===== src/source/puzzle_cfg.svh =====
`ifndef PUZZLE_CFG_SVH
`define PUZZLE_CFG_SVH

// Game geometry
`define PZ_TILES        16
`define PZ_IMAGES       8
`define PZ_MATCH_GOAL   8

// Input conditioning and key buffer
`define PZ_DEBOUNCE_LEN 7
`define PZ_FIFO_DEPTH   4

// 640x480 at the pixel clock
`define VGA_HD 640
`define VGA_HF 16
`define VGA_HS 96
`define VGA_HB 48
`define VGA_HT 800
`define VGA_VD 480
`define VGA_VF 10
`define VGA_VS 2
`define VGA_VB 33
`define VGA_VT 525

`define TILE_W 160
`define TILE_H 120

`endif


===== src/source/puzzle_pkg.sv =====
`include "puzzle_cfg.svh"

package puzzle_pkg;

    typedef logic [$clog2(`PZ_TILES)-1:0] tile_idx_t;
    typedef logic [`PZ_TILES-1:0] tile_mask_t;
    typedef logic [7:0] scan_code_t;

    // brk set on key release
    typedef struct packed {
        scan_code_t code;
        logic       brk;
    } key_event_t;

    typedef enum logic [1:0] {
        INIT,
        SHOW,
        GAME,
        FINISH
    } game_state_e;

    typedef logic [3:0] match_cnt_t;

    // Keys 1 2 3 4 / Q W E R / A S D F / Z X C V select tiles 0 to 15
    localparam scan_code_t TILE_KEYS [`PZ_TILES] = '{
        8'h16, 8'h1E, 8'h26, 8'h25,
        8'h15, 8'h1D, 8'h24, 8'h2D,
        8'h1C, 8'h1B, 8'h23, 8'h2B,
        8'h1A, 8'h22, 8'h21, 8'h2A
    };

    localparam scan_code_t KEY_SHIFT = 8'h12;
    localparam scan_code_t KEY_ENTER = 8'h5A;

    localparam tile_mask_t INIT_FLIP = tile_mask_t'(16'h000D);

endpackage


===== src/source/video_pkg.sv =====
`include "puzzle_cfg.svh"

package video_pkg;

    typedef struct packed {
        logic [3:0] r;
        logic [3:0] g;
        logic [3:0] b;
    } rgb_ch_t;

    // Palette holds raw words, the pins take channels
    typedef union packed {
        logic [11:0] raw;
        rgb_ch_t     ch;
    } rgb_u;

    typedef logic [9:0] hcount_t;
    typedef logic [9:0] vcount_t;

    // One flat colour per image, tile i uses entry i mod 8
    localparam rgb_u PALETTE [`PZ_IMAGES] = '{
        rgb_u'(12'hF00), rgb_u'(12'h0F0), rgb_u'(12'h00F), rgb_u'(12'hFF0),
        rgb_u'(12'hF0F), rgb_u'(12'h0FF), rgb_u'(12'hFFF), rgb_u'(12'hF80)
    };

endpackage


===== src/source/button_pulse.sv =====
`include "puzzle_cfg.svh"

module button_pulse (
    input  logic clk,
    input  logic rst,
    input  logic btn_i,
    output logic pulse_o
);

    logic [`PZ_DEBOUNCE_LEN-1:0] samples;
    logic                        level;
    logic                        level_d;

    // Debounced once every stage has seen the button high
    assign level = &samples;

    always_ff @(posedge clk or posedge rst) begin
        if (rst) begin
            samples <= '0;
            level_d <= 1'b0;
            pulse_o <= 1'b0;
        end else begin
            samples <= {samples[`PZ_DEBOUNCE_LEN-2:0], btn_i};
            level_d <= level;
            pulse_o <= level & ~level_d;
        end
    end

endmodule


===== src/source/key_receiver.sv =====
module key_receiver (
    input  logic                   clk,
    input  logic                   rst,
    input  logic                   req_i,
    input  puzzle_pkg::scan_code_t code_i,
    input  logic                   brk_i,
    input  logic                   full_i,
    output logic                   ack_o,
    output logic                   wr_en_o,
    output puzzle_pkg::key_event_t wr_event_o
);

    import puzzle_pkg::*;

    typedef enum logic {
        RX_IDLE,
        RX_ACKED
    } rx_state_e;

    rx_state_e state;

    // Take the event only when the buffer has room, otherwise it waits at the port
    assign wr_en_o = (state == RX_IDLE) && req_i && !full_i;
    assign wr_event_o = '{code: code_i, brk: brk_i};
    assign ack_o = (state == RX_ACKED);

    always_ff @(posedge clk or posedge rst) begin
        if (rst) begin
            state <= RX_IDLE;
        end else begin
            case (state)
                RX_IDLE: begin
                    if (wr_en_o) begin
                        state <= RX_ACKED;
                    end
                end
                RX_ACKED: begin
                    if (!req_i) begin
                        state <= RX_IDLE;
                    end
                end
                default: state <= RX_IDLE;
            endcase
        end
    end

endmodule


===== src/source/key_event_fifo.sv =====
`include "puzzle_cfg.svh"

module key_event_fifo (
    input  logic                   clk,
    input  logic                   rst,
    input  logic                   wr_en_i,
    input  puzzle_pkg::key_event_t wr_event_i,
    input  logic                   rd_en_i,
    output puzzle_pkg::key_event_t rd_event_o,
    output logic                   not_empty_o,
    output logic                   full_o
);

    import puzzle_pkg::*;

    localparam int PTR_W = $clog2(`PZ_FIFO_DEPTH);
    localparam int CNT_W = $clog2(`PZ_FIFO_DEPTH + 1);

    key_event_t       mem [`PZ_FIFO_DEPTH];
    logic [PTR_W-1:0] wr_ptr;
    logic [PTR_W-1:0] rd_ptr;
    logic [CNT_W-1:0] count;
    logic             push;
    logic             pop;

    assign not_empty_o = (count != '0);
    assign full_o = (count == CNT_W'(`PZ_FIFO_DEPTH));
    assign push = wr_en_i && !full_o;
    assign pop = rd_en_i && not_empty_o;

    // Show-ahead read
    assign rd_event_o = mem[rd_ptr];

    always_ff @(posedge clk) begin
        if (push) begin
            mem[wr_ptr] <= wr_event_i;
        end
    end

    always_ff @(posedge clk or posedge rst) begin
        if (rst) begin
            wr_ptr <= '0;
            rd_ptr <= '0;
            count  <= '0;
        end else begin
            if (push) begin
                wr_ptr <= (wr_ptr == PTR_W'(`PZ_FIFO_DEPTH - 1)) ? '0 : wr_ptr + 1'b1;
            end
            if (pop) begin
                rd_ptr <= (rd_ptr == PTR_W'(`PZ_FIFO_DEPTH - 1)) ? '0 : rd_ptr + 1'b1;
            end
            if (push && !pop) begin
                count <= count + 1'b1;
            end else if (pop && !push) begin
                count <= count - 1'b1;
            end
        end
    end

endmodule


===== src/source/pair_game.sv =====
`include "puzzle_cfg.svh"

module pair_game (
    input  logic                   clk,
    input  logic                   rst,
    input  logic                   start_i,
    input  logic                   hint_i,
    input  puzzle_pkg::key_event_t event_i,
    input  logic                   event_valid_i,
    output logic                   rd_en_o,
    output puzzle_pkg::tile_mask_t shown_o,
    output puzzle_pkg::tile_mask_t flip_o,
    output logic                   pass_o
);

    import puzzle_pkg::*;

    localparam int IMG_W = $clog2(`PZ_IMAGES);

    game_state_e state;
    tile_mask_t  matched;
    match_cnt_t  match_cnt;
    logic        shift_held;
    logic        pend_valid;
    tile_idx_t   pend_tile;
    logic        key_hit;
    tile_idx_t   key_tile;
    logic        record_pending;
    logic        pair_match;

    // Every buffered event is consumed; outside GAME it is dropped
    assign rd_en_o = event_valid_i;

    always_comb begin
        key_hit  = 1'b0;
        key_tile = '0;
        for (int i = 0; i < `PZ_TILES; i++) begin
            if (event_i.code == TILE_KEYS[i]) begin
                key_hit  = 1'b1;
                key_tile = tile_idx_t'(i);
            end
        end
    end

    assign record_pending = (state == GAME) && event_valid_i && !event_i.brk && key_hit
                            && !shift_held && !pend_valid;

    // Same image, same orientation, and both still unmatched
    assign pair_match = (pend_tile[IMG_W-1:0] == key_tile[IMG_W-1:0])
                        && (flip_o[pend_tile] == flip_o[key_tile])
                        && !matched[pend_tile] && !matched[key_tile];

    always_ff @(posedge clk) begin
        if (record_pending) begin
            pend_tile <= key_tile;
        end
    end

    always_ff @(posedge clk or posedge rst) begin
        if (rst) begin
            state      <= INIT;
            shown_o    <= '0;
            flip_o     <= INIT_FLIP;
            matched    <= '0;
            match_cnt  <= '0;
            shift_held <= 1'b0;
            pend_valid <= 1'b0;
            pass_o     <= 1'b0;
        end else begin
            case (state)
                INIT: begin
                    shown_o <= '0;
                    flip_o  <= INIT_FLIP;
                    pass_o  <= 1'b0;
                    if (start_i) begin
                        state <= SHOW;
                    end
                end
                SHOW: begin
                    shown_o <= '1;
                    flip_o  <= INIT_FLIP;
                    if (start_i) begin
                        state      <= GAME;
                        shown_o    <= '0;
                        matched    <= '0;
                        match_cnt  <= '0;
                        shift_held <= 1'b0;
                        pend_valid <= 1'b0;
                    end
                end
                GAME: begin
                    if (match_cnt == match_cnt_t'(`PZ_MATCH_GOAL)) begin
                        state <= FINISH;
                    end else begin
                        if (event_valid_i) begin
                            if (event_i.brk) begin
                                if (event_i.code == KEY_SHIFT) begin
                                    shift_held <= 1'b0;
                                end
                            end else if (event_i.code == KEY_SHIFT) begin
                                shift_held <= 1'b1;
                            end else if (event_i.code == KEY_ENTER) begin
                                shown_o <= shown_o & matched;
                            end else if (key_hit) begin
                                if (shift_held) begin
                                    flip_o[key_tile]  <= ~flip_o[key_tile];
                                    shown_o[key_tile] <= 1'b1;
                                end else if (!pend_valid) begin
                                    pend_valid <= 1'b1;
                                end else if (pend_tile != key_tile) begin
                                    shown_o[pend_tile] <= 1'b1;
                                    shown_o[key_tile]  <= 1'b1;
                                    pend_valid         <= 1'b0;
                                    if (pair_match) begin
                                        matched[pend_tile] <= 1'b1;
                                        matched[key_tile]  <= 1'b1;
                                        match_cnt          <= match_cnt + 1'b1;
                                    end
                                end
                            end
                        end
                        // Hint wins over a same-cycle hide
                        if (hint_i) begin
                            shown_o <= '1;
                        end
                    end
                end
                FINISH: begin
                    shown_o <= '1;
                    pass_o  <= 1'b1;
                    if (start_i) begin
                        state <= INIT;
                    end
                end
                default: state <= INIT;
            endcase
        end
    end

endmodule


===== src/source/vga_tile_display.sv =====
`include "puzzle_cfg.svh"

module vga_tile_display (
    input  logic                  clk,
    input  logic                  rst,
    input  logic [`PZ_TILES-1:0]  shown_i,
    input  logic [`PZ_TILES-1:0]  flip_i,
    output video_pkg::rgb_u       rgb_o,
    output logic                  hsync_o,
    output logic                  vsync_o
);

    import video_pkg::*;

    localparam int TILE_W_BITS = $clog2(`PZ_TILES);
    localparam int IMG_W = $clog2(`PZ_IMAGES);

    hcount_t                h_cnt;
    vcount_t                v_cnt;
    logic [9:0]             col;
    logic [9:0]             row;
    vcount_t                y_off;
    logic [TILE_W_BITS-1:0] tile;
    logic                   active;
    logic                   upper;
    logic                   lit;
    logic                   hsync_n;
    logic                   vsync_n;

    always_ff @(posedge clk or posedge rst) begin
        if (rst) begin
            h_cnt <= '0;
            v_cnt <= '0;
        end else if (h_cnt == hcount_t'(`VGA_HT - 1)) begin
            h_cnt <= '0;
            v_cnt <= (v_cnt == vcount_t'(`VGA_VT - 1)) ? '0 : v_cnt + 1'b1;
        end else begin
            h_cnt <= h_cnt + 1'b1;
        end
    end

    assign active = (h_cnt < hcount_t'(`VGA_HD)) && (v_cnt < vcount_t'(`VGA_VD));

    // 4x4 grid, row-major tile numbering
    assign col = 10'(h_cnt / `TILE_W);
    assign row = 10'(v_cnt / `TILE_H);
    assign tile = {row[1:0], col[1:0]};
    assign y_off = vcount_t'(v_cnt % `TILE_H);
    assign upper = (y_off < vcount_t'(`TILE_H / 2));

    // Flipped tiles carry their colour in the lower half
    assign lit = active && shown_i[tile] && (upper ^ flip_i[tile]);

    assign hsync_n = (h_cnt >= hcount_t'(`VGA_HD + `VGA_HF))
                     && (h_cnt < hcount_t'(`VGA_HD + `VGA_HF + `VGA_HS));
    assign vsync_n = (v_cnt >= vcount_t'(`VGA_VD + `VGA_VF))
                     && (v_cnt < vcount_t'(`VGA_VD + `VGA_VF + `VGA_VS));

    // Colour and syncs leave together, one cycle after the counters
    always_ff @(posedge clk or posedge rst) begin
        if (rst) begin
            rgb_o   <= '0;
            hsync_o <= 1'b1;
            vsync_o <= 1'b1;
        end else begin
            rgb_o   <= lit ? PALETTE[tile[IMG_W-1:0]] : rgb_u'(12'h000);
            hsync_o <= ~hsync_n;
            vsync_o <= ~vsync_n;
        end
    end

endmodule


===== src/source/puzzle_top.sv =====
module puzzle_top (
    input  logic                   clk,
    input  logic                   rst,
    input  logic                   start_i,
    input  logic                   hint_i,
    input  logic                   key_req_i,
    input  puzzle_pkg::scan_code_t key_code_i,
    input  logic                   key_brk_i,
    output logic                   key_ack_o,
    output logic [3:0]             vga_red_o,
    output logic [3:0]             vga_green_o,
    output logic [3:0]             vga_blue_o,
    output logic                   hsync_o,
    output logic                   vsync_o,
    output logic                   pass_o
);

    import puzzle_pkg::*;
    import video_pkg::*;

    logic       start_pulse;
    logic       hint_pulse;
    logic       wr_en;
    key_event_t wr_event;
    logic       full;
    key_event_t rd_event;
    logic       not_empty;
    logic       rd_en;
    tile_mask_t shown;
    tile_mask_t flip;
    rgb_u       rgb;

    button_pulse start_btn_inst (
        .clk     (clk),
        .rst     (rst),
        .btn_i   (start_i),
        .pulse_o (start_pulse)
    );

    button_pulse hint_btn_inst (
        .clk     (clk),
        .rst     (rst),
        .btn_i   (hint_i),
        .pulse_o (hint_pulse)
    );

    key_receiver key_receiver_inst (
        .clk        (clk),
        .rst        (rst),
        .req_i      (key_req_i),
        .code_i     (key_code_i),
        .brk_i      (key_brk_i),
        .full_i     (full),
        .ack_o      (key_ack_o),
        .wr_en_o    (wr_en),
        .wr_event_o (wr_event)
    );

    key_event_fifo key_event_fifo_inst (
        .clk         (clk),
        .rst         (rst),
        .wr_en_i     (wr_en),
        .wr_event_i  (wr_event),
        .rd_en_i     (rd_en),
        .rd_event_o  (rd_event),
        .not_empty_o (not_empty),
        .full_o      (full)
    );

    pair_game pair_game_inst (
        .clk           (clk),
        .rst           (rst),
        .start_i       (start_pulse),
        .hint_i        (hint_pulse),
        .event_i       (rd_event),
        .event_valid_i (not_empty),
        .rd_en_o       (rd_en),
        .shown_o       (shown),
        .flip_o        (flip),
        .pass_o        (pass_o)
    );

    vga_tile_display vga_tile_display_inst (
        .clk     (clk),
        .rst     (rst),
        .shown_i (shown),
        .flip_i  (flip),
        .rgb_o   (rgb),
        .hsync_o (hsync_o),
        .vsync_o (vsync_o)
    );

    assign vga_red_o   = rgb.ch.r;
    assign vga_green_o = rgb.ch.g;
    assign vga_blue_o  = rgb.ch.b;

endmodule


===== config.mk =====
export PLATFORM = sky130hd
export DESIGN_NAME = puzzle_top
export DESIGN_NICKNAME = d
export VERILOG_FILES = /design/src/source/puzzle_pkg.sv /design/src/source/video_pkg.sv /design/src/source/button_pulse.sv /design/src/source/key_receiver.sv /design/src/source/key_event_fifo.sv /design/src/source/pair_game.sv /design/src/source/vga_tile_display.sv /design/src/source/puzzle_top.sv
export VERILOG_INCLUDE_DIRS = /design/src /design/src/source
export SDC_FILE = /design/constraint.sdc
export NUM_CORES = 1
export LEC_CHECK = 0
export BUFFER_PORTS_ARGS = -buffer_cell sky130_fd_sc_hd__buf_2
export CORE_AREA = 2 2 125 127
export DETAILED_ROUTE_END_ITERATION = 7
export DIE_AREA = 0 0 127 129
export PLACE_DENSITY = 0.79
export SYNTH_ARGS = -nofsm -noshare
export SYNTH_HDL_FRONTEND = slang
export SYNTH_SLANG_ARGS = --single-unit

===== constraint.sdc =====
create_clock -name clk -period 4.7 [get_ports clk]
set_input_delay 0.47 -clock clk [delete_from_list [all_inputs] [get_ports clk]]
set_output_delay 0.47 -clock clk [all_outputs]
set_load 0.02 [all_outputs]

After elaboration in Yosys (flattened, before gate mapping)
Memory sizes are Yosys's and may differ from the RTL's.
Index checks and enable logic that the tools add are counted.
{"block": "totals", "input_bits": 14, "regBits": 121, "mem_bits_rw": 36, "rom_bits": 96, "mem_count": 2, "out_inout_bits": 16}
{"block": "op_classes", "eq_ne": 52, "reduce_logical": 43, "magnitude_cmp": 13, "add_sub_neg": 7, "n_mux": 129, "div": 3, "n_bitwise": 16}
{"name": "(no name shown)", "depth": 8, "width": 12, "read_ports": 1, "rd_ports_with_merged_regs": 0, "wr": 0, "line": "vga_tile_display.sv:66", "source": "rgb_o <= lit ? PALETTE[tile[IMG_W-1:0]] : rgb_u'(12'h000);"}
{"name": "key_event_fifo_inst.mem", "depth": 4, "width": 9, "read_ports": 1, "rd_ports_with_merged_regs": 0, "wr": 1, "line": "key_event_fifo.sv:19", "source": "key_event_t mem [`PZ_FIFO_DEPTH];"}
{"cell": "$mux 16", "count": 29}
{"cell": "$or 16x16->16", "count": 5}
{"cell": "$mux 4", "count": 19}
{"cell": "$eq 8x6->1 const B", "count": 9}
{"cell": "$eq 8x5->1 const B", "count": 8}
{"cell": "$pmux 16 s2", "count": 2}
{"cell": "$pmux 16 s4", "count": 1}
{"cell": "$mux 1", "count": 44}
{"cell": "$mux 12", "count": 3}
{"cell": "$div 10x7->32 const B", "count": 1}
{"cell": "$div 10x8->32 const B", "count": 1}
{"cell": "$mod 10x7->32 const B", "count": 1}
{"cell": "$bmux 1 s4", "count": 6}
{"cell": "$ne 2x2->1 const B", "count": 12}
{"cell": "$reduce_and 7->1", "count": 3}
{"cell": "$add 10x1->10 const B", "count": 2}
{"cell": "$eq 10x10->1 const B", "count": 2}
{"cell": "$logic_and 1x1->1", "count": 20}
{"cell": "$lt 10x10->1 const B", "count": 2}
{"cell": "$lt 10x9->1 const B", "count": 2}
{"cell": "$mux 10", "count": 2}
{"cell": "$mux 3", "count": 6}
{"cell": "$and 16x16->16", "count": 1}
{"cell": "$bwmux 16", "count": 1}
{"cell": "42 further kinds", "count": 81}

Depth between registers and ports, before layout
Gate-level depths: netlist of the first run.
An unclocked memory read counts as a cell.
{"block": "depth", "depth_word": 34, "depth_mapped": 15, "ltp_nobuf": 13}

Cells and area by module
Synthesis of the first run repeated with hierarchy kept, for this count alone.
{"block": "unflattened", "hier_cells": 931, "area_unflattened_um2": 9283.9}
{"module": "pair_game", "cells_each": 528, "seq_area_each_um2": 1550.2, "instances": 1, "area_per_inst_um2": 4533.1}
{"module": "vga_tile_display", "cells_each": 274, "seq_area_each_um2": 653.1, "instances": 1, "area_per_inst_um2": 2336.0}
{"module": "key_event_fifo", "cells_each": 85, "seq_area_each_um2": 1256.2, "instances": 1, "area_per_inst_um2": 1781.7}
{"module": "button_pulse", "cells_each": 15, "seq_area_each_um2": 225.2, "instances": 2, "area_per_inst_um2": 256.5}
{"module": "key_receiver", "cells_each": 14, "seq_area_each_um2": 25.0, "instances": 1, "area_per_inst_um2": 120.1}

Worst setup path after synthesis of the first run
Ideal clock, no wire load.
{"block": "synth_path", "kind": "register to register", "startpoint": "reg key_event_fifo_inst.rd_ptr[0]", "endpoint": "reg pair_game_inst.matched[4]", "path_stages_with_launch": 14, "n_path_buf": 4, "slack_ns": 1.241, "arrival_ns": 3.367, "required_ns": 4.608, "synth_period_minus_slack_ns": 3.459, "path_cell_list": "dfrtp_1 -> buf_6 -> mux4_2 -> buf_6 -> or4b_4 -> nor2_1 -> buf_4 -> nor4_1 -> a211oi_1 -> a31oi_1 -> nor3b_4 -> nand2_2 -> buf_6 -> o31ai_2"}
{"block": "synth_between", "word_cells_on_any_way": 85, "cone_classes": "order compare (2); eq/ne (27); mux (48); bitwise (1); reduce/logical (6); memory (1)"}
{"item": "start, declared", "line": "key_event_fifo.sv:21", "source": "logic [PTR_W-1:0] rd_ptr;"}
{"item": "start signal, assigned", "line": "key_event_fifo.sv:50", "source": "rd_ptr <= (rd_ptr == PTR_W'(`PZ_FIFO_DEPTH - 1)) ? '0 : rd_ptr + 1'b1;"}
{"item": "$mem_v2 4x9 (*)"}
{"item": "$eq 8x6->1", "line": "pair_game.sv:38", "source": "if (event_i.code == TILE_KEYS[i]) begin"}
{"item": "$mux 2 (2 in series)", "line": "pair_game.sv:38"}
{"item": "$mux 3 (4 in series)", "line": "pair_game.sv:38"}
{"item": "$mux 4 (7 in series)", "line": "pair_game.sv:38"}
{"item": "$mux 4 (*)", "line": "pair_game.sv:38"}
{"item": "via pair_game_inst.key_tile[1]", "line": "pair_game.sv:27", "source": "tile_idx_t key_tile;"}
{"item": "$lt 4x5->1 (implied by the code) or $ge 4x1->1 (tied branches)", "line": "pair_game.sv:116", "source": "matched[key_tile] <= 1'b1;"}
{"item": "(+7 left out)"}
{"item": "$mux 16", "line": "pair_game.sv:105", "source": "if (shift_held) begin"}
{"item": "$mux 16", "line": "pair_game.sv:104", "source": "end else if (key_hit) begin"}
{"item": "$mux 16", "line": "pair_game.sv:102", "source": "end else if (event_i.code == KEY_ENTER) begin"}
{"item": "$mux 16", "line": "pair_game.sv:100", "source": "end else if (event_i.code == KEY_SHIFT) begin"}
{"item": "$mux 16", "line": "pair_game.sv:96", "source": "if (event_i.brk) begin"}
{"item": "$mux 16", "line": "pair_game.sv:95", "source": "if (event_valid_i) begin"}
{"item": "$mux 16", "line": "pair_game.sv:92", "source": "if (match_cnt == match_cnt_t'(`PZ_MATCH_GOAL)) begin"}
{"item": "$pmux 16 s2", "line": "pair_game.sv:70", "source": "case (state)"}
{"item": "end signal, assigned", "line": "pair_game.sv:64", "source": "matched <= '0;"}
{"item": "end signal, assigned", "line": "pair_game.sv:85", "source": "matched <= '0;"}
{"item": "end signal, assigned by index", "line": "pair_game.sv:115", "source": "matched[pend_tile] <= 1'b1;"}
{"item": "end, declared", "line": "pair_game.sv:21", "source": "tile_mask_t matched;"}
Mark *: on every way through the listed nets, which the timed path passes. The rest lies on a longest branch. The select of a mux whose other input is x is not followed.
A chain may end at the register's enable or synchronous reset.

Worst setup path after layout of the first run
{"block": "layout_path", "startpoint": "reg key_event_fifo_inst.rd_ptr[0]", "endpoint": "reg pair_game_inst.shown_o[13]"}
{"block": "layout_between", "elab_chain_cells": 33, "word_cells_on_any_way": 75, "cone_classes": "order compare (2); eq/ne (24); mux (44); bitwise (2); reduce/logical (2); memory (1)"}
{"item": "$mem_v2 4x9 (*)"}
{"item": "$eq 8x5->1", "line": "pair_game.sv:38"}
{"item": "$mux 1", "line": "pair_game.sv:38"}
{"item": "$mux 2 (2 in series)", "line": "pair_game.sv:38"}
{"item": "$mux 3 (4 in series)", "line": "pair_game.sv:38"}
{"item": "$mux 4 (8 in series)", "line": "pair_game.sv:38"}
{"item": "$lt 4x5->1 (implied by the code) or $ge 4x1->1 (tied branches)", "line": "pair_game.sv:107, pair_game.sv:112"}
{"item": "$logic_and 1x1->1 (implied by the code)", "line": "pair_game.sv:107, pair_game.sv:112"}
{"item": "(+6 left out)"}
{"item": "$mux 16", "line": "pair_game.sv:104"}
{"item": "$mux 16", "line": "pair_game.sv:102"}
{"item": "$mux 16", "line": "pair_game.sv:100"}
{"item": "$mux 16", "line": "pair_game.sv:96"}
{"item": "$mux 16", "line": "pair_game.sv:95"}
{"item": "$mux 16", "line": "pair_game.sv:123", "source": "if (hint_i) begin"}
{"item": "$mux 16", "line": "pair_game.sv:92"}
{"item": "$pmux 16 s4", "line": "pair_game.sv:70"}
{"item": "end signal, assigned", "line": "pair_game.sv:103", "source": "shown_o <= shown_o & matched;"}
{"item": "end, declared", "line": "pair_game.sv:11", "source": "output puzzle_pkg::tile_mask_t shown_o,"}
Mark *: on every way between the ends. The rest lies on a longest branch, timed or not. The select of a mux whose other input is x is not followed.

==> impl_metrics.yaml, run 1 <==
yosys:
  synth-seq-cells: 149
  async_flop_share: 0.732
  synth_edf_count: 40
  synth_cell_types: 91
  yosysWarningCount: 0
  yosysSeqAreaShare: 0.426
  syn_area_per_cell_sq_um: 9.69
  synthFlopType: "dfrtp_1"
  syn_inst: 954
  synth_fp_nets: 989
  synth_area_sq_um: 9240
min_path:
  hold_path.class: "in -> reg"
  hold_path_startpoint: "hint_i"
  hold_end: "hint_btn_inst.samples[0]"
  holdPathStages: 1
timing:
  rsz0062_at_grt: "no"
  fin_tns_setup_ns: 0
  hold_slack_ns: 0.139
  report.final.slew_viol_count: 0
  setup_violations: 0
  max_freq_mhz: 226
  fin_ws_ns: 0.280
  timing.final.crit_share: 0.941
  fin_crit_ns: 4.42
  tightest_slew_ns: 1.16
  fin_skew_ns: 0.0108
  slew-limit-headroom: 0.221
  hold_viol_final: 0
pwr:
  irDropWorstVdd_v: 0.000389
  power_frac_comb: 0.416
  p_switching_uw: 2140
  leakage_uw: 0.00407
  power_density_nw_per_um2: 518
  intPower_uw: 3070
  power.share.sequential: 0.325
  pwr-share-clk: 0.259
  sw_frac_of_total: 0.411
critical_path:
  cp.required_ns: 5.02
  crit-reg2reg-launch: "key_event_fifo_inst.rd_ptr[0]"
  critPathKind: "reg -> reg"
  crit_start: "key_event_fifo_inst.rd_ptr[0]"
  crit_path_end_kind: "flip-flop"
  reg2reg_to: "pair_game_inst.shown_o[13]"
  cp.arrival_ns: 4.74
  ff2ff_path_depth: 11
  cp-start-kind: "flip-flop"
  crit_fanout: 32
  regToRegSetupSlack_ns: 0.28
global_route:
  antenna_found_initial: 0
  grt_use_total: 0.307
  grt_pass1_vias: 7293
  grt_first_pass_wirelength_um: 38900
  overflow: 0
  grt_max_degree: 64
place:
  hpwlAfterDp_um: 17000
  dp_cells: 1125
  dpl_worst_slack_ns: 0.421
  port_buffers: 29
  gp_congestion: 1.04
floorplanning:
  dieArea_sq_um: 16400
  start_util: 0.617
  die_x_um: 127
  die_h_um: 129
  io-pin-count: 30
  rows: 45
  core_sq_um: 15000
drt:
  drt_iter0_markers: 1023
  vias: 7833
  avgRoutedWirePerCell_um: 20.8
  drcViolationCount: 0
  viasPerCell: 6.77
  final_antenna_net_count: 0
  dr.pass1.iters: 7
  drt_wl_total_um: 24000
cells_and_area:
  drive_gt1_frac: 0.151
  fillerInstances: 1176
  layout_commonest_cell: "dfrtp_1"
  area.growth.synth_to_final_pct: 8.76
  fin_cells: 1157
  diodes: 0
  fin_util: 0.671
  nNetsFinal: 991
  layout_common_cells: "104 x dfrtp_1, 93 x nand2_1, 71 x nor2_1, 53 x o21ai_0, 47 x a21oi_1"
clock_network:
  cts_tree: "done"
  cts_hold_buf: 0
  worstSkewPairLatency_ns: 0.44
  cts_root_buf: "clkbuf_16"
  cts_sinks: 149
  cts_buffer_depth: 2
  cts_buffers: 17
  htree_num_levels: 4
  clkTransAtPathRegs_ns: 0.07
run_status:
  status: "finished clean"
job:
  timing.max_cap.violations: 0
-- critical path, cell delays in order (launching register included) --
cell	delay [ns]
dfrtp_1	0.43
mux4_1	0.82
nand2b_1	0.43
o32ai_1	0.63
o32ai_2	0.25
xnor2_1	0.21
o41ai_1	0.60
a21oi_1	0.20
o21ai_2	0.14
buf_4	0.31
a211oi_1	0.09
a21o_1	0.19
-- layer usage --
metal	track usage	part of all wire	wire (um)
met5	0	0	0
met4	0.125	0.043	1030
met3	0.0802	0.092	2220
met2	0.449	0.43	10400
met1	0.439	0.43	10400
-- kinds of logic after synthesis --
logic type | Yosys count | synth area share
xor gates and xnor gates | 24 | 0.0227
and+or+nand+nor | 352 | 0.198
buffers and inverters | 100 | 0.0501
DFF | 149 | 0.426
muxes | 42 | 0.0722
adders and majority gates | 22 | 0.0295
AOI/OAI and AO/OA | 265 | 0.201
-- synthesized netlist by cell type (4+ instances only) --
cell type | number | area [sq um]
ha_1 | 21 | 263
dfstp_2 | 5 | 131
a31oi_1 | 16 | 100
o22ai_1 | 4 | 25.0
o211ai_1 | 12 | 90.1
o22a_1 | 10 | 87.6
buf_6 | 5 | 56.3
o31ai_1 | 5 | 37.5
buf_2 | 10 | 50.1
mux2_2 | 4 | 45.0
inv_1 | 26 | 97.6
nand3b_1 | 5 | 37.5
edfxtp_1 | 40 | 1200
a2bb2oi_1 | 4 | 35.0
xnor2_1 | 12 | 105
nand2b_1 | 13 | 81.3
a21o_1 | 22 | 165
and3_1 | 10 | 62.6
xor2_1 | 12 | 105
o21ai_0 | 53 | 265
nor2b_1 | 24 | 150
mux4_2 | 18 | 405
a21oi_1 | 47 | 235
nand3_1 | 35 | 175
and2_1 | 14 | 87.6
dfrtp_1 | 104 | 2600
a32oi_1 | 4 | 35.0
mux2i_1 | 19 | 190
clkbuf_1 | 46 | 173
a211oi_1 | 23 | 173
or2_2 | 6 | 37.5
buf_4 | 10 | 75.1
a22o_1 | 4 | 35.0
nand4b_1 | 4 | 35.0
o31ai_2 | 8 | 100
nor2_1 | 72 | 270
nor4b_1 | 5 | 43.8
nor3_1 | 26 | 130
o21a_1 | 5 | 37.5
nand4_1 | 10 | 62.6
nand2_1 | 93 | 349
nor4_1 | 6 | 37.5
-- cell type report --
class / count / area [sq um] / area share
inverters: 26 / 100 / 0.00996
repair buffers: 57 / 355 / 0.0354
multi-input cells: 705 / 4850 / 0.482
well taps: 188 / 235 / 0.0234
flip-flops and latches: 149 / 3940 / 0.392
clock buffers: 18 / 429 / 0.0427
clock inverters: 14 / 150 / 0.0149
-- worst max path at each step --
| stage | end | depth (start not counted) |
|---|---|---|
| finish | pair_game_inst.shown_o[13] | 11 |
| global placement | pair_game_inst.matched[15] | 11 |
| floorplan | pair_game_inst.matched[4] | 13 |
| detailed placement | pair_game_inst.matched[15] | 11 |
| CTS | pair_game_inst.matched[15] | 12 |
| global route | pair_game_inst.matched[2] | 11 |
-- sequential cells by signal (all words and copies together), names as in the netlist, 2 cells and up --
| register | cells |
|---|---|
| hint_btn_inst.samples | 7 |
| key_event_fifo_inst.count | 3 |
| key_event_fifo_inst.mem | 36 |
| key_event_fifo_inst.rd_ptr | 2 |
| key_event_fifo_inst.wr_ptr | 2 |
| pair_game_inst.flip_o | 16 |
| pair_game_inst.match_cnt | 4 |
| pair_game_inst.matched | 16 |
| pair_game_inst.pend_tile | 4 |
| pair_game_inst.shown_o | 16 |
| pair_game_inst.state | 2 |
| start_btn_inst.samples | 7 |
| vga_tile_display_inst.h_cnt | 10 |
| vga_tile_display_inst.rgb_o | 4 |
| vga_tile_display_inst.v_cnt | 10 |
-- power groups by stage --
stage	Clock [uW]	Combinational [uW]	Sequential, uW
6_report	1350	2170	1690
3_3_place_gp	0	2050	1700
3_5_place_dp	0	2090	1710
2_1_floorplan	0	1690	1650
5_1_grt	1420	2350	1710
4_1_cts	1360	2110	1690
-- per-stage QoR --
step	total power (uW)	instance area, sq um
floorplan	3340	9240
global placement	3760	9470
detailed placement	3810	9470
CTS	5160	10000
global route	5480	10100
finish	5200	10100
-- timing repair --
action                                 in CTS  in global routing
endpoints found under the hold margin       0                  0
buffers inserted                            0                  0
setup endpoints to repair                   0                  1
resized for setup                           0                  1
No activity file was read; power rests on OpenSTA's default activity.
==> run 2: changes to the inputs <==
--- a/config.mk
+++ b/config.mk
@@ -11,6 +11,8 @@
 export DETAILED_ROUTE_END_ITERATION = 7
 export DIE_AREA = 0 0 127 129
 export PLACE_DENSITY = 0.79
+export SETUP_SLACK_MARGIN = 0.15
 export SYNTH_ARGS = -nofsm -noshare
 export SYNTH_HDL_FRONTEND = slang
+export SYNTH_HIERARCHICAL = 1
 export SYNTH_SLANG_ARGS = --single-unit
==> run 2 against run 1 <==
Effect of this change: critical path type unchanged; clock power barely moved; critical path depth is the same; setup slack better by 0.13 ns; largest power group unchanged; clock skew fell by 0.0029 ns; first-iteration DRC count is 26% lower; count of clock-buffer cells in the layout up 1; highest routed layer unchanged; critical endpoint is now pair_game_inst/match_cnt[1].
==> impl_metrics.yaml, run 2 <==
drt:
  vias: 7426
  drcViolationCount: 0
  final_antenna_net_count: 0
  drt_wl_total_um: 22500
  drt_iter0_markers: 753
  avgRoutedWirePerCell_um: 20.0
  viasPerCell: 6.59
  dr.pass1.iters: 6
cells_and_area:
  drive_gt1_frac: 0.169
  largest_reg_flops: 36
  nNetsFinal: 962
  layout_commonest_cell: "dfrtp_1"
  layout_common_cells: "103 x dfrtp_1, 73 x o21ai_0, 64 x nor2_1, 49 x nand2_1, 46 x a21oi_1"
  area.growth.synth_to_final_pct: 8.25
  diodes: 0
  fin_util: 0.671
  regMostFlops: "key_event_fifo_inst/mem"
clock_network:
  cts_tree: "done"
  clkTransAtPathRegs_ns: 0.06
  cts_buffers: 17
  cts_buffer_depth: 2
  htree_num_levels: 4
  worstSkewPairLatency_ns: 0.43
  postCtsSetupRepairBufs: 0
  cts_sinks: 149
  cts_root_buf: "clkbuf_16"
run_status:
  status: "finished clean"
critical_path:
  ff2ff_path_depth: 11
  cp.required_ns: 5.05
  crit_path_end_kind: "flip-flop"
  critPathKind: "reg -> reg"
  crit_fanout: 18
  cp.arrival_ns: 4.64
  cp-start-kind: "flip-flop"
timing:
  max_freq_mhz: 233
  report.final.slew_viol_count: 0
  setup_violations: 0
  slew-limit-headroom: 0.255
  tightest_slew_ns: 1.12
  hold_viol_final: 0
  fin_skew_ns: 0.00793
  timing.final.crit_share: 0.912
  fin_tns_setup_ns: 0
  fin_crit_ns: 4.29
  rsz0062_at_grt: "no"
floorplanning:
  die_h_um: 129
  rows: 45
  die_x_um: 127
  core_sq_um: 15000
  io-pin-count: 30
  dieArea_sq_um: 16400
  start_util: 0.620
pwr:
  sw_frac_of_total: 0.384
  leakage_uw: 0.00411
  power.share.sequential: 0.337
  pwr-share-clk: 0.268
  power_frac_comb: 0.395
  irDropWorstVdd_v: 0.000359
  power_density_nw_per_um2: 509
  intPower_uw: 3150
  p_switching_uw: 1970
global_route:
  grt_use_total: 0.288
  overflow: 0
  grt_max_degree: 58
  antenna_found_initial: 0
  grt_first_pass_wirelength_um: 36900
  grt_pass1_vias: 6863
yosys:
  synth-seq-cells: 149
  ys_top_cells_by_count: "104 x dfrtp_1, 73 x o21ai_0, 64 x nor2_1, 49 x nand2_1, 46 x a21oi_1"
  synth_top_area_frac: 0.280
  yosysWarningCount: 6
  syn_inst: 931
  synth_area_leader_cell: "dfrtp_1"
  yosysSeqAreaShare: 0.424
  synth_area_sq_um: 9280
  async_flop_share: 0.732
  syn_area_per_cell_sq_um: 9.97
  synth_edf_count: 40
  synth_fp_nets: 967
  synth_cell_types: 94
  yosysMostFrequentCell: "dfrtp_1"
  synthFlopType: "dfrtp_1"
  synth_area_leaders: "dfrtp_1 28%, edfxtp_1 13%, mux4_2 4.4%"
job:
  timing.max_cap.violations: 0
place:
  hpwlAfterDp_um: 15800
  port_buffers: 29
  gp_congestion: 1.01
min_path:
  hold_path.class: "in -> reg"
  holdPathStages: 1
run 2: layout make-up:
class                      count  area [sq um]
multi-input combinational    665          4810
timing repair buffer          54           335
sequential                   149          3940
fill                        1146          4930
inverter                      39           146
tap                          188           235
clock inverter                13           144
clock buffer                  19           447
run 2: critical path, stage by stage (launching register included):
cell and delay [ns]:
dfrtp_2 0.58, mux4_2 0.63, nor4b_1 0.50, o21ai_0 0.30, o211ai_1 0.25, a211oi_1 0.09, o32a_1 0.35, or4_1 0.54
xnor2_4 0.23, nor4_4 0.27, buf_4 0.26, mux2i_1 0.20
run 2: routing by layer:
layer  track usage  vias up  wire length, um
met5             0        -                0
met2         0.452      301            10500
met3        0.0545       56             1580
met1         0.396     3612             9660
met4         0.124        0              803
li1              -     3457                -
run 2: what timing repair did:
item | CTS | global route
gates resized for setup | 0 | 2
endpoints found under the setup margin | 0 | 36
hold endpoints to repair | 1 | 0
hold buffers | 1 | 0
run 2: per-stage QoR:
step	instance area, sq um	hold slack [ns]	setup slack [ns]	std cells	power [uW]
3_5_place_dp	9450	0.361	0.270	1094	3710
6_report	10000	0.146	0.412	1127	5120
4_1_cts	10000	0.133	0.223	1127	5100
3_3_place_gp	9450	0.357	0.334	1094	3670
5_1_grt	10000	0.133	0.163	1127	5420
2_1_floorplan	9280	0.199	0.487	931	3260
run 2: logic make-up (layout without fill, tap and decap cells):
kind of cell | after synthesis | in the layout | synth area share
xor+xnor | 22 | 22 | 0.0228
flops | 149 | 149 | 0.424
fa+ha+maj | 22 | 22 | 0.0305
compound gates | 263 | 263 | 0.194
simple gates | 303 | 303 | 0.182
buf+inv | 117 | 125 | 0.0588
mux | 55 | 55 | 0.0876
run 2: worst paths after layout:
check,from,endpoint,slack (ns)
worst max-delay path,key_event_fifo_inst/rd_ptr[0],pair_game_inst/match_cnt[1],0.41
worst min-delay path,hint_i,hint_btn_inst/samples[0],0.15
worst max register to register,key_event_fifo_inst/rd_ptr[0],pair_game_inst/match_cnt[1],0.41
worst min register to register,hint_btn_inst/samples[2],hint_btn_inst/samples[3],0.37
max in group asynchronous,rst,vga_tile_display_inst/v_cnt[6],3.06
min in group asynchronous,rst,key_receiver_inst/ack_o,0.50
run 2: power groups by stage:
stage	clock network (uW)	registers (uW)	logic [uW]
global placement	0	1730	1940
finish	1370	1730	2020
floorplan	0	1650	1610
detailed placement	0	1740	1970
global route	1450	1750	2220
CTS	1390	1720	1990
==> run 3: changes to the inputs <==
--- a/config.mk
+++ b/config.mk
@@ -7,10 +7,11 @@
 export NUM_CORES = 1
 export LEC_CHECK = 0
 export BUFFER_PORTS_ARGS = -buffer_cell sky130_fd_sc_hd__buf_2
-export CORE_AREA = 2 2 125 127
+export CORE_AREA = 2 2 123 125
+export CTS_BUF_LIST = sky130_fd_sc_hd__clkbuf_8
 export DETAILED_ROUTE_END_ITERATION = 7
-export DIE_AREA = 0 0 127 129
-export PLACE_DENSITY = 0.79
+export DIE_AREA = 0 0 125 127
+export PLACE_DENSITY_LB_ADDON = 0.15
 export SETUP_SLACK_MARGIN = 0.15
 export SYNTH_ARGS = -nofsm -noshare
 export SYNTH_HDL_FRONTEND = slang
==> constraint.sdc (replaced) <==
create_clock -name clk -period 4.8 [get_ports clk]
set_input_delay 0.48 -clock clk [delete_from_list [all_inputs] [get_ports clk]]
set_output_delay 0.48 -clock clk [all_outputs]
set_load 0.02 [all_outputs]
==> run 3 against run 2 <==
Effect of this change: sequential share of layout area grew 0.79 points; critical path depth grew 1; count of clock-buffer cells in the layout is 2 lower; register-to-register slack better by 0.08 ns; worst hold slack got worse by 0.032 ns; clock skew rose by 0.0074 ns; flip-flop and latch count unchanged; final cell count decreased by 0.35%; largest cell class unchanged; highest routed layer unchanged.
==> impl_metrics.yaml, run 3 (synthesized netlist as in run 2, its figures left out) <==
run_status:
  status: "finished clean"
critical_path:
  crit_path_end_kind: "flip-flop"
  crit_fanout: 18
  cp-start-kind: "flip-flop"
  cp.arrival_ns: 4.69
  cp.required_ns: 5.19
  critPathKind: "reg -> reg"
cells_and_area:
  layout_common_cells: "103 x dfrtp_1, 73 x o21ai_0, 64 x nor2_1, 49 x nand2_1, 46 x a21oi_1"
  largest_reg_flops: 36
  drive_gt1_frac: 0.168
  area.growth.synth_to_final_pct: 6.12
  layout_commonest_cell: "dfrtp_1"
  diodes: 0
  nNetsFinal: 962
  fin_cells: 1123
  fillerInstances: 1135
  regMostFlops: "key_event_fifo_inst/mem"
pwr:
  sw_frac_of_total: 0.417
  p_switching_uw: 1940
  pwr-share-clk: 0.208
  power.share.sequential: 0.363
  power_uw: 4660
  power_density_nw_per_um2: 473
  intPower_uw: 2720
  power_frac_comb: 0.429
  irDropWorstVdd_v: 0.000363
  leakage_uw: 0.00401
timing:
  setup_violations: 0
  max_freq_mhz: 232
  fin_tns_setup_ns: 0
  rsz0062_at_grt: "no"
  fin_crit_ns: 4.30
  slew-limit-headroom: 0.218
  timing.final.crit_share: 0.896
  fin_skew_ns: 0.0153
  tightest_slew_ns: 1.17
  hold_viol_final: 0
  fin_ws_ns: 0.497
  report.final.slew_viol_count: 0
global_route:
  grt_first_pass_wirelength_um: 38900
  grt_max_degree: 58
  overflow: 0
  antenna_found_initial: 0
  met1_usage: 0.425
  grt_pass1_vias: 7355
  grt-busiest-layer: "met2"
  grt_use_met3: 0.0766
  grt_use_total: 0.310
  grtUsageMet2: 0.474
place:
  hpwlAfterDp_um: 17000
  dp_cells: 1090
  dpl_worst_slack_ns: 0.277
  gp_congestion: 1.06
  port_buffers: 29
drt:
  vias: 7555
  drt_wl_total_um: 23700
  final_antenna_net_count: 0
  avgRoutedWirePerCell_um: 21.1
  drcViolationCount: 0
  viasPerCell: 6.73
  dr.pass1.iters: 6
  drt_iter0_markers: 1028
clock_network:
  cts_buffer_depth: 2
  cts_root_buf: "clkbuf_8"
  clkTransAtPathRegs_ns: 0.09
  cts_buffers: 17
  worstSkewPairLatency_ns: 0.47
  cts_tree: "done"
  cts_sinks: 149
  postCtsSetupRepairBufs: 0
  htree_num_levels: 4
floorplanning:
  dieArea_sq_um: 15900
  core_sq_um: 14400
  io-pin-count: 30
  die_x_um: 125
  start_util: 0.644
  rows: 44
  die_h_um: 127
min_path:
  hold_path.class: "in -> reg"
job:
  timing.max_cap.violations: 0
run 3: final timing paths:
kind	start	endpoint	slack, ns	depth (start not counted)
worst min-delay path	start_i	start_btn_inst/samples[0]	0.11	1
worst max register to register	key_event_fifo_inst/rd_ptr[0]	pair_game_inst/match_cnt[1]	0.50	12
max in group asynchronous	rst	vga_tile_display_inst/v_cnt[0]	3.14	3
min in group asynchronous	rst	key_receiver_inst/ack_o	0.46	3
worst max-delay path	key_event_fifo_inst/rd_ptr[0]	pair_game_inst/match_cnt[1]	0.50	12
worst min register to register	hint_btn_inst/samples[2]	hint_btn_inst/samples[3]	0.39	0
run 3: critical path, cell delays in order, from the launching register on:
cell and delay [ns]:
dfrtp_2 0.58, mux4_2 0.71, nor2b_1 0.44, o2111ai_1 0.25
and3_1 0.28, inv_1 0.16, o221ai_1 0.13, o32a_1 0.17
or4_1 0.53, xnor2_4 0.23, nor4_4 0.27, buf_4 0.27
mux2i_1 0.21
run 3: what timing repair did:
| item | in CTS | in global routing |
|---|---|---|
| endpoints found under the hold margin | 6 | 0 |
| gates resized for setup | 0 | 2 |
| hold buffers | 1 | 0 |
| setup endpoints to repair | 0 | 36 |
run 3: power groups by stage:
stage | Clock [uW] | Sequential, uW | Combinational [uW]
after floorplan | 0 | 1620 | 1580
after global placement | 0 | 1700 | 1880
after detailed placement | 0 | 1710 | 1960
after CTS | 989 | 1690 | 1970
after global routing | 1040 | 1720 | 2190
final | 969 | 1690 | 2000
run 3: layout make-up:
type                       instances  area [sq um]  share of cell area
timing repair buffer              54           335              0.0340
multi-input combinational        665          4810               0.488
clock buffer                      17           234              0.0237
clock inverter                    15           160              0.0163
inverter                          39           146              0.0149
tap                              184           230              0.0234
sequential                       149          3940               0.400
run 3: metal layers:
metal,vias up,wire [um]
met4,0,902
met1,3672,10000
met2,358,10800
li1,3456,-
met5,-,0
met3,69,1990
run 3: stage by stage:
step	utilization	instance area (sq um)	hold slack (ns)
floorplan	-	9280	0.209
global placement	0.654	9440	0.358
detailed placement	0.654	9440	0.367
CTS	0.683	9840	0.0892
global route	0.683	9850	0.0815
finish	0.683	9850	0.115
